[src/hw/link_pkg.sv]
//--------------------------------------------------------------------------
// Shared definitions for the single-clock link channel.
// Holds the sequencer state encoding and the default link constants.
// The top level takes its parameter defaults from here and passes them
// down to the sequencer, transmit and receive stages.
//--------------------------------------------------------------------------

package link_pkg;

  //--------------------------------------------------------------------------
  // sequencer states
  //--------------------------------------------------------------------------

  // post-reset bring-up phases of the master
  // seq_wait holds off after reset release
  // seq_prepare keeps the remote end in reset while both stages clear
  // seq_done is terminal, the link is calibrated
  typedef enum logic [1:0] {
    seq_wait    = 2'd0,
    seq_prepare = 2'd1,
    seq_done    = 2'd2
  } seq_state_e;

  //--------------------------------------------------------------------------
  // default link constants
  //--------------------------------------------------------------------------

  // width of one channel word
  localparam int link_width_c = 8;

  // log2 of the receive FIFO depth
  // the transmitter starts with this many credits
  localparam int link_lg_fifo_depth_c = 3;

  // log2 of credits carried by one token pulse
  // one token returns 2 words worth of space
  localparam int link_lg_decimation_c = 1;

  // cycles spent in seq_wait after reset release
  localparam int link_wait_cycles_c = 20;

  // cycles spent in seq_prepare before calibration is declared done
  // long enough for the remote end to see its reset
  localparam int link_prepare_cycles_c = 12;

endpackage

[src/hw/link_sequencer.sv]
//--------------------------------------------------------------------------
// Link bring-up sequencer for the master side.
// After reset release it waits a fixed number of cycles, then holds a
// prepare window that resets the remote end and clears both stages,
// then declares calibration done and stays there until the next reset.
//--------------------------------------------------------------------------

module link_sequencer
  import link_pkg::*;
#(
  parameter int wait_cycles_p    = link_wait_cycles_c,
  parameter int prepare_cycles_p = link_prepare_cycles_c
) (
  input  logic io_master_clk_i,
  input  logic arst_n_i,
  output logic prepare_o,
  output logic calib_done_o
);

  // counter has to cover the longer of the two timed phases
  localparam int max_cycles_lp =
    (wait_cycles_p > prepare_cycles_p) ? wait_cycles_p : prepare_cycles_p;
  localparam int cnt_width_lp = (max_cycles_lp > 1) ? $clog2(max_cycles_lp + 1) : 1;

  // last count value of each phase
  localparam logic [cnt_width_lp-1:0] wait_last_lp    = cnt_width_lp'(wait_cycles_p - 1);
  localparam logic [cnt_width_lp-1:0] prepare_last_lp = cnt_width_lp'(prepare_cycles_p - 1);

  seq_state_e              state_r;
  seq_state_e              state_n;
  logic [cnt_width_lp-1:0] cnt_r;
  logic [cnt_width_lp-1:0] cnt_n;

  //--------------------------------------------------------------------------
  // next-state logic
  //--------------------------------------------------------------------------

  always_comb begin
    state_n = state_r;
    cnt_n   = cnt_r;
    case (state_r)
      seq_wait: begin
        // leave after exactly wait_cycles_p cycles in this state
        if (cnt_r == wait_last_lp) begin
          state_n = seq_prepare;
          cnt_n   = '0;
        end else begin
          cnt_n = cnt_r + 1'b1;
        end
      end
      seq_prepare: begin
        // remote reset window, same counting scheme
        if (cnt_r == prepare_last_lp) begin
          state_n = seq_done;
          cnt_n   = '0;
        end else begin
          cnt_n = cnt_r + 1'b1;
        end
      end
      seq_done: begin
        // terminal, counter parked at zero
        cnt_n = '0;
      end
      default: begin
        state_n = seq_wait;
        cnt_n   = '0;
      end
    endcase
  end

  //--------------------------------------------------------------------------
  // state and counter registers
  //--------------------------------------------------------------------------

  always_ff @(posedge io_master_clk_i or negedge arst_n_i) begin
    if (!arst_n_i) begin
      state_r <= seq_wait;
      cnt_r   <= '0;
    end else begin
      state_r <= state_n;
      cnt_r   <= cnt_n;
    end
  end

  // outputs decode straight from the state register
  assign prepare_o    = (state_r == seq_prepare);
  assign calib_done_o = (state_r == seq_done);

endmodule

[src/hw/link_tx.sv]
//--------------------------------------------------------------------------
// Transmit stage of the link channel.
// Core words are accepted under credit-based flow control and launched
// onto the outgoing wire one cycle later as a registered pulse. Credits
// start at the remote FIFO depth and come back in groups via token pulses.
//--------------------------------------------------------------------------

module link_tx
  import link_pkg::*;
#(
  parameter int channel_width_p = link_width_c,
  parameter int lg_fifo_depth_p = link_lg_fifo_depth_c,
  parameter int lg_decimation_p = link_lg_decimation_c
) (
  input  logic                       io_master_clk_i,
  input  logic                       arst_n_i,
  input  logic                       prepare_i,
  input  logic                       calib_done_i,
  input  logic                       core_valid_i,
  input  logic [channel_width_p-1:0] core_data_i,
  output logic                       core_ready_o,
  input  logic                       token_i,
  output logic                       tx_valid_o,
  output logic [channel_width_p-1:0] tx_data_o
);

  // one extra bit so a full count of 2^lg_fifo_depth_p fits
  localparam int credit_width_lp = lg_fifo_depth_p + 1;

  localparam logic [credit_width_lp-1:0] start_credits_lp =
    credit_width_lp'(1 << lg_fifo_depth_p);
  localparam logic [credit_width_lp-1:0] token_credits_lp =
    credit_width_lp'(1 << lg_decimation_p);

  logic [credit_width_lp-1:0] credits_r;
  logic [credit_width_lp-1:0] credits_n;
  logic                       accept;
  logic                       tx_valid_r;
  logic [channel_width_p-1:0] tx_data_r;

  //--------------------------------------------------------------------------
  // credit accounting
  //--------------------------------------------------------------------------

  // only send once bring-up is finished and the far FIFO has room
  assign core_ready_o = calib_done_i & (credits_r != '0);
  assign accept       = core_valid_i & core_ready_o;

  // a word and a token in the same cycle both count
  always_comb begin
    credits_n = credits_r;
    if (accept) begin
      credits_n = credits_n - 1'b1;
    end
    if (token_i) begin
      credits_n = credits_n + token_credits_lp;
    end
  end

  always_ff @(posedge io_master_clk_i or negedge arst_n_i) begin
    if (!arst_n_i) begin
      credits_r  <= start_credits_lp;
      tx_valid_r <= 1'b0;
    end else if (prepare_i) begin
      // remote side is being reset, so all its slots are free again
      credits_r  <= start_credits_lp;
      tx_valid_r <= 1'b0;
    end else begin
      credits_r  <= credits_n;
      tx_valid_r <= accept;
    end
  end

  //--------------------------------------------------------------------------
  // outgoing wire
  //--------------------------------------------------------------------------

  // data only loads on an accepted word
  always_ff @(posedge io_master_clk_i) begin
    if (accept) begin
      tx_data_r <= core_data_i;
    end
  end

  assign tx_valid_o = tx_valid_r;
  assign tx_data_o  = tx_data_r;

endmodule

[src/hw/link_rx.sv]
//--------------------------------------------------------------------------
// Receive stage of the link channel.
// Incoming wire words land in a circular FIFO that the core drains with
// a valid/yumi handshake. Every completed group of dequeues returns one
// token pulse to the far transmitter, which frees that many credits.
// The prepare level empties the FIFO and restarts the group count.
//--------------------------------------------------------------------------

module link_rx
  import link_pkg::*;
#(
  parameter int channel_width_p = link_width_c,
  parameter int lg_fifo_depth_p = link_lg_fifo_depth_c,
  parameter int lg_decimation_p = link_lg_decimation_c
) (
  input  logic                       io_master_clk_i,
  input  logic                       arst_n_i,
  input  logic                       prepare_i,
  input  logic                       rx_valid_i,
  input  logic [channel_width_p-1:0] rx_data_i,
  output logic                       core_valid_o,
  output logic [channel_width_p-1:0] core_data_o,
  input  logic                       core_yumi_i,
  output logic                       token_o
);

  localparam int depth_lp     = 1 << lg_fifo_depth_p;
  localparam int cnt_width_lp = lg_fifo_depth_p + 1;
  localparam int dec_width_lp = lg_decimation_p + 1;

  // count value of the last dequeue in a token group
  localparam logic [dec_width_lp-1:0] group_last_lp =
    dec_width_lp'((1 << lg_decimation_p) - 1);
  localparam logic [cnt_width_lp-1:0] full_cnt_lp = cnt_width_lp'(depth_lp);

  logic [channel_width_p-1:0] mem_r [depth_lp];
  logic [lg_fifo_depth_p-1:0] wr_ptr_r;
  logic [lg_fifo_depth_p-1:0] rd_ptr_r;
  logic [cnt_width_lp-1:0]    count_r;
  logic [dec_width_lp-1:0]    dec_cnt_r;
  logic                       token_r;
  logic                       full;
  logic                       wr_en;
  logic                       rd_en;

  //--------------------------------------------------------------------------
  // FIFO control
  //--------------------------------------------------------------------------

  assign full         = (count_r == full_cnt_lp);
  assign core_valid_o = (count_r != '0);
  assign core_data_o  = mem_r[rd_ptr_r];

  // words hitting a full FIFO are lost, credits should prevent that
  assign wr_en = rx_valid_i & ~full;
  assign rd_en = core_yumi_i & core_valid_o;

  always_ff @(posedge io_master_clk_i or negedge arst_n_i) begin
    if (!arst_n_i) begin
      wr_ptr_r <= '0;
      rd_ptr_r <= '0;
      count_r  <= '0;
    end else if (prepare_i) begin
      wr_ptr_r <= '0;
      rd_ptr_r <= '0;
      count_r  <= '0;
    end else begin
      // pointers wrap naturally at the power-of-two depth
      if (wr_en) begin
        wr_ptr_r <= wr_ptr_r + 1'b1;
      end
      if (rd_en) begin
        rd_ptr_r <= rd_ptr_r + 1'b1;
      end
      // simultaneous write and read leave the count alone
      if (wr_en && !rd_en) begin
        count_r <= count_r + 1'b1;
      end else if (rd_en && !wr_en) begin
        count_r <= count_r - 1'b1;
      end
    end
  end

  // storage array, written at the tail
  always_ff @(posedge io_master_clk_i) begin
    if (wr_en) begin
      mem_r[wr_ptr_r] <= rx_data_i;
    end
  end

  //--------------------------------------------------------------------------
  // token return
  //--------------------------------------------------------------------------

  always_ff @(posedge io_master_clk_i or negedge arst_n_i) begin
    if (!arst_n_i) begin
      dec_cnt_r <= '0;
      token_r   <= 1'b0;
    end else if (prepare_i) begin
      dec_cnt_r <= '0;
      token_r   <= 1'b0;
    end else if (rd_en) begin
      // pulse once per group of dequeues
      if (dec_cnt_r == group_last_lp) begin
        dec_cnt_r <= '0;
        token_r   <= 1'b1;
      end else begin
        dec_cnt_r <= dec_cnt_r + 1'b1;
        token_r   <= 1'b0;
      end
    end else begin
      token_r <= 1'b0;
    end
  end

  assign token_o = token_r;

endmodule

[src/hw/link_kernel.sv]
//--------------------------------------------------------------------------
// Top level of the single-clock link channel, master side.
// Ties the bring-up sequencer to the transmit and receive stages. The
// wire and token loop between the stages is closed outside this module,
// so tx_* and token_o leave here and come back on rx_* and token_i.
//--------------------------------------------------------------------------

module link_kernel
  import link_pkg::*;
#(
  parameter int channel_width_p  = link_width_c,
  parameter int lg_fifo_depth_p  = link_lg_fifo_depth_c,
  parameter int lg_decimation_p  = link_lg_decimation_c,
  parameter int wait_cycles_p    = link_wait_cycles_c,
  parameter int prepare_cycles_p = link_prepare_cycles_c
) (
  input  logic                       io_master_clk_i,
  input  logic                       arst_n_i,

  // core in
  input  logic                       core_valid_i,
  input  logic [channel_width_p-1:0] core_data_i,
  output logic                       core_ready_o,

  // core out
  output logic                       core_valid_o,
  output logic [channel_width_p-1:0] core_data_o,
  input  logic                       core_yumi_i,

  // channel wire
  output logic                       tx_valid_o,
  output logic [channel_width_p-1:0] tx_data_o,
  input  logic                       rx_valid_i,
  input  logic [channel_width_p-1:0] rx_data_i,

  // credit tokens
  input  logic                       token_i,
  output logic                       token_o,

  // bring-up status
  output logic                       slave_reset_o,
  output logic                       calib_done_o
);

  logic prepare_lo;
  logic calib_done_lo;

  //--------------------------------------------------------------------------
  // bring-up control
  //--------------------------------------------------------------------------

  link_sequencer #(
    .wait_cycles_p   (wait_cycles_p),
    .prepare_cycles_p(prepare_cycles_p)
  ) u_sequencer (
    .io_master_clk_i(io_master_clk_i),
    .arst_n_i       (arst_n_i),
    .prepare_o      (prepare_lo),
    .calib_done_o   (calib_done_lo)
  );

  // remote end is held in reset for the whole prepare window
  assign slave_reset_o = prepare_lo;
  assign calib_done_o  = calib_done_lo;

  //--------------------------------------------------------------------------
  // data path stages
  //--------------------------------------------------------------------------

  link_tx #(
    .channel_width_p(channel_width_p),
    .lg_fifo_depth_p(lg_fifo_depth_p),
    .lg_decimation_p(lg_decimation_p)
  ) u_tx (
    .io_master_clk_i(io_master_clk_i),
    .arst_n_i       (arst_n_i),
    .prepare_i      (prepare_lo),
    .calib_done_i   (calib_done_lo),
    .core_valid_i   (core_valid_i),
    .core_data_i    (core_data_i),
    .core_ready_o   (core_ready_o),
    .token_i        (token_i),
    .tx_valid_o     (tx_valid_o),
    .tx_data_o      (tx_data_o)
  );

  link_rx #(
    .channel_width_p(channel_width_p),
    .lg_fifo_depth_p(lg_fifo_depth_p),
    .lg_decimation_p(lg_decimation_p)
  ) u_rx (
    .io_master_clk_i(io_master_clk_i),
    .arst_n_i       (arst_n_i),
    .prepare_i      (prepare_lo),
    .rx_valid_i     (rx_valid_i),
    .rx_data_i      (rx_data_i),
    .core_valid_o   (core_valid_o),
    .core_data_o    (core_data_o),
    .core_yumi_i    (core_yumi_i),
    .token_o        (token_o)
  );

endmodule

[config.mk]
export PLATFORM = sky130hd
export DESIGN_NAME = link_kernel
export DESIGN_NICKNAME = d
export VERILOG_FILES = /design/src/hw/link_pkg.sv /design/src/hw/link_sequencer.sv /design/src/hw/link_tx.sv /design/src/hw/link_rx.sv /design/src/hw/link_kernel.sv
export SDC_FILE = /design/constraint.sdc
export NUM_CORES = 1
export LEC_CHECK = 0
export BUFFER_PORTS_ARGS = -buffer_cell sky130_fd_sc_hd__buf_2
export CAP_MARGIN = 5
export CORE_MARGIN = 3
export CORE_UTILIZATION = 29
export CTS_CLUSTER_SIZE = 20
export DETAILED_ROUTE_END_ITERATION = 8
export SKIP_CTS_REPAIR_TIMING = 1
export SLEW_MARGIN = 30
export SYNTH_ARGS = -nofsm -noshare
export SYNTH_HDL_FRONTEND = slang
export SYNTH_SLANG_ARGS = --single-unit
[constraint.sdc]
create_clock -name io_master_clk_i -period 5.1 [get_ports io_master_clk_i]
set_input_delay 0.765 -clock io_master_clk_i [delete_from_list [all_inputs] [get_ports io_master_clk_i]]
set_output_delay 0.765 -clock io_master_clk_i [all_outputs]
set_load 0.01 [all_outputs]
==> flow_metrics.tcl <==
set metrics [dict create \
    yosysTopAreaCell "edfxtp_1" \
    ant_nets 0 \
    p_leak_nw 1.734 \
    path_cells "mux4_2, mux2_2, buf_2" \
    ys.flop_type "edfxtp_1" \
    p_seq_frac 0.471 \
    fmax_mhz 350.8 \
    grtUsageTotal 0.1015 \
    finalCritPeriodShare 0.5590 \
    min_period_ns 2.851 \
    diodes 0 \
    utilization 0.3504 \
    dr.pass1.iters 4 \
    die_y_um 124.0 \
    status "completed" \
    grt_setup_unrepaired "no" \
    start_util 0.3001 \
    slowest_delay_ns 0.74 \
    clk_pin_slew_ns 0.06 \
    p_switching_w 0.0007584 \
    fin_area_um2 4713 \
    fin_skew_ns 0.009969 \
    drt_wl_total_um 7254 \
    cts_tree "done" \
    worst_ep_arrival_time_ns 2.09 \
    viasPerCell 4.545 \
    synth_edf_count 72 \
    ir_worst_vdd_v 0.0002195 \
    synth_cells 246 \
    synth_cell_types 41 \
    drtIter0Drc 218 \
    maxCapViolations 0 \
    crit_slowest_cell "dfrtp_2" \
    final_hold_viol_count 0 \
    final_layout_size_suffix_gt1_frac 0.3165 \
    clock_latency_ns 0.34 \
    clockRootBuffer "clkbuf_16" \
    wl_per_cell_um 15.34 \
    die_w_um 124.0 \
    synth-seq-area-share 0.6907 \
    grt-ovfl-total 0 \
    worstSetupPathType "reg2out" \
    syn-num-nets 277 \
    die-area_um2 15370 \
    slew_viol_final 0 \
    syn_to_final_growth_pct 16.73 \
    io_buffers 43 \
    end_kind "output port" \
    setup_violations 0 \
    critPathRequiredTime_ns 4.34 \
    cts_sinks 97 \
    combPwrFrac 0.283 \
    cp_max_fo 18 \
    pwr-share-clk 0.246 \
    grt_start_max_net_pins 26 \
    ioPinCount 44 \
    grt_pass1_vias 2241 \
    row_count 42 \
    startpoint_type "register" \
    synth_seq_cells 97 \
    fin_setup_tns_ns 0 \
    synth_area_um2 4038 \
    dp_hpwl_um 4940 \
    synth_top_area_share 0.5355 \
    ys_top_cells_by_area "edfxtp_1 (54%), dfrtp_1 (15%), mux4_2 (8.9%)" \
    power_density_nw_per_um2 525.4 \
    tightest_slew_ns 0.9102 \
    placed_cell_area_um2 4438 \
    gp_congestion 0.7121 \
    syn_area_per_cell_um2 16.41 \
    postSynth.asyncResetShare 0.2577 \
    worstHoldPathType "reg2reg" \
    cts_buffer_depth 2 \
    grt_pass1_wl_um 11710 \
    dr_total_vias 2150 \
    cts_buffers 9 \
    core_um2 13450 \
    yosysWarnings 0 \
    antenna_found_initial 0 \
    maxSlewHeadroom 0.3910 \
    drc 0 \
    netSwitchingFraction 0.3063 \
    crit_family "multiplexers" \
    intPower_w 0.001718 \
    cts_max_level 3 \
    nNetsFinal 324 \
    critical_path_buf_inv_count 1 \
]
==> kinds of logic after synthesis <==
logic type	Yosys count	synth area share
AOI/OAI and AO/OA	13	0.02138
xor gates and xnor gates	12	0.02603
adders and majority gates	9	0.02975
buffers and inverters	16	0.01921
DFF	97	0.6907
muxes	29	0.1243
and+or+nand+nor	70	0.08863
==> power groups by stage <==
stage               logic (W)  registers, W  clock network, W
floorplan            0.000598       0.00109                 0
global placement     0.000687       0.00119                 0
detailed placement   0.000710       0.00119                 0
CTS                  0.000712       0.00117          0.000626
global route         0.000779       0.00119          0.000656
finish               0.000700       0.00117          0.000609
==> per-layer routing <==
layer	up-vias	routed length, um	GRT usage
met2	45	3582	0.1561
met4	0	190	0.05202
met3	15	295	0.02498
met5	-	0	0
li1	1010	-	-
met1	1080	3186	0.1337
==> cells in the final DEF (no fill, tap or decap), drive strengths merged, types with 6 or more instances in the layout <==
cell | netlist | routed
edfxtp | 72 | 72
buf | 6 | 45
nor2 | 26 | 26
dfrtp | 24 | 24
mux4 | 16 | 16
nand2 | 11 | 11
clkbuf | 3 | 10
mux2 | 9 | 9
nand3 | 8 | 8
xor2 | 8 | 8
ha | 8 | 8
inv | 7 | 8
nand2b | 8 | 8
a21oi | 6 | 6
==> area by class of cell <==
class,count,area [um2]
well taps,176,220.2
inverters,7,26.28
flip-flops and latches,97,2790
multi-input cells,133,1176
fillers,1308,8740
repair buffers,45,230.2
clock buffers,10,229.0
clock inverters,5,41.29
==> path summary, 6_finish.rpt <==
check	start	to	slack, ns	cells after the start
worst max register to register	u_rx.count_r[0]$_DFFE_PN0P_	u_rx.count_r[3]$_DFFE_PN0P_	2.39	9
max in group asynchronous	arst_n_i	u_rx.rd_ptr_r[0]$_DFFE_PN0P_	4.25	1
worst min register to register	u_rx.dec_cnt_r[1]$_DFFE_PN0P_	u_rx.token_o$_DFF_PN0_	0.42	1
worst min-delay path	u_rx.dec_cnt_r[1]$_DFFE_PN0P_	u_rx.token_o$_DFF_PN0_	0.42	1
worst max-delay path	u_rx.rd_ptr_r[0]$_DFFE_PN0P_	core_data_o[5]	2.25	3
min in group asynchronous	arst_n_i	u_tx.tx_valid_o$_DFF_PN0_	0.43	1
==> metrics by stage <==
stage | instances | total power (W) | hold slack (ns) | worst slack (ns)
after floorplan | 246 | 0.001686 | 0.4015 | 2.550
after global placement | 458 | 0.001872 | 0.4188 | 2.174
after detailed placement | 458 | 0.001900 | 0.4220 | 2.385
after CTS | 473 | 0.002513 | 0.4285 | 2.180
after global routing | 473 | 0.002629 | 0.4494 | 2.113
final | 473 | 0.002476 | 0.4226 | 2.249
==> sequential cells by signal, indices dropped and copies added (netlist names) <==
| name | count |
|---|---|
| u_rx.token_o | 1 |
| u_rx.mem_r | 64 |
| u_tx.tx_data_o | 8 |
| u_rx.rd_ptr_r | 3 |
| u_sequencer.state_r | 2 |
| u_tx.credits_r | 4 |
| u_rx.count_r | 4 |
| u_sequencer.cnt_r | 5 |
| u_tx.tx_valid_o | 1 |
| u_rx.dec_cnt_r | 2 |
| u_rx.wr_ptr_r | 3 |
==> Yosys cell counts (2+ instances only) <==
cell type / count
dfrtp_1: 24
mux2i_1: 4
clkbuf_1: 3
mux4_2: 16
nor3_1: 4
mux2_2: 9
ha_1: 8
nand2_1: 10
nand3_1: 8
buf_1: 2
inv_1: 7
xnor2_1: 4
nor2_1: 26
buf_6: 2
nand2b_1: 6
buf_2: 2
and2_1: 2
a21oi_1: 5
xor2_1: 8
edfxtp_1: 72
nor2b_1: 4
Power figures use the tool's default switching activity.
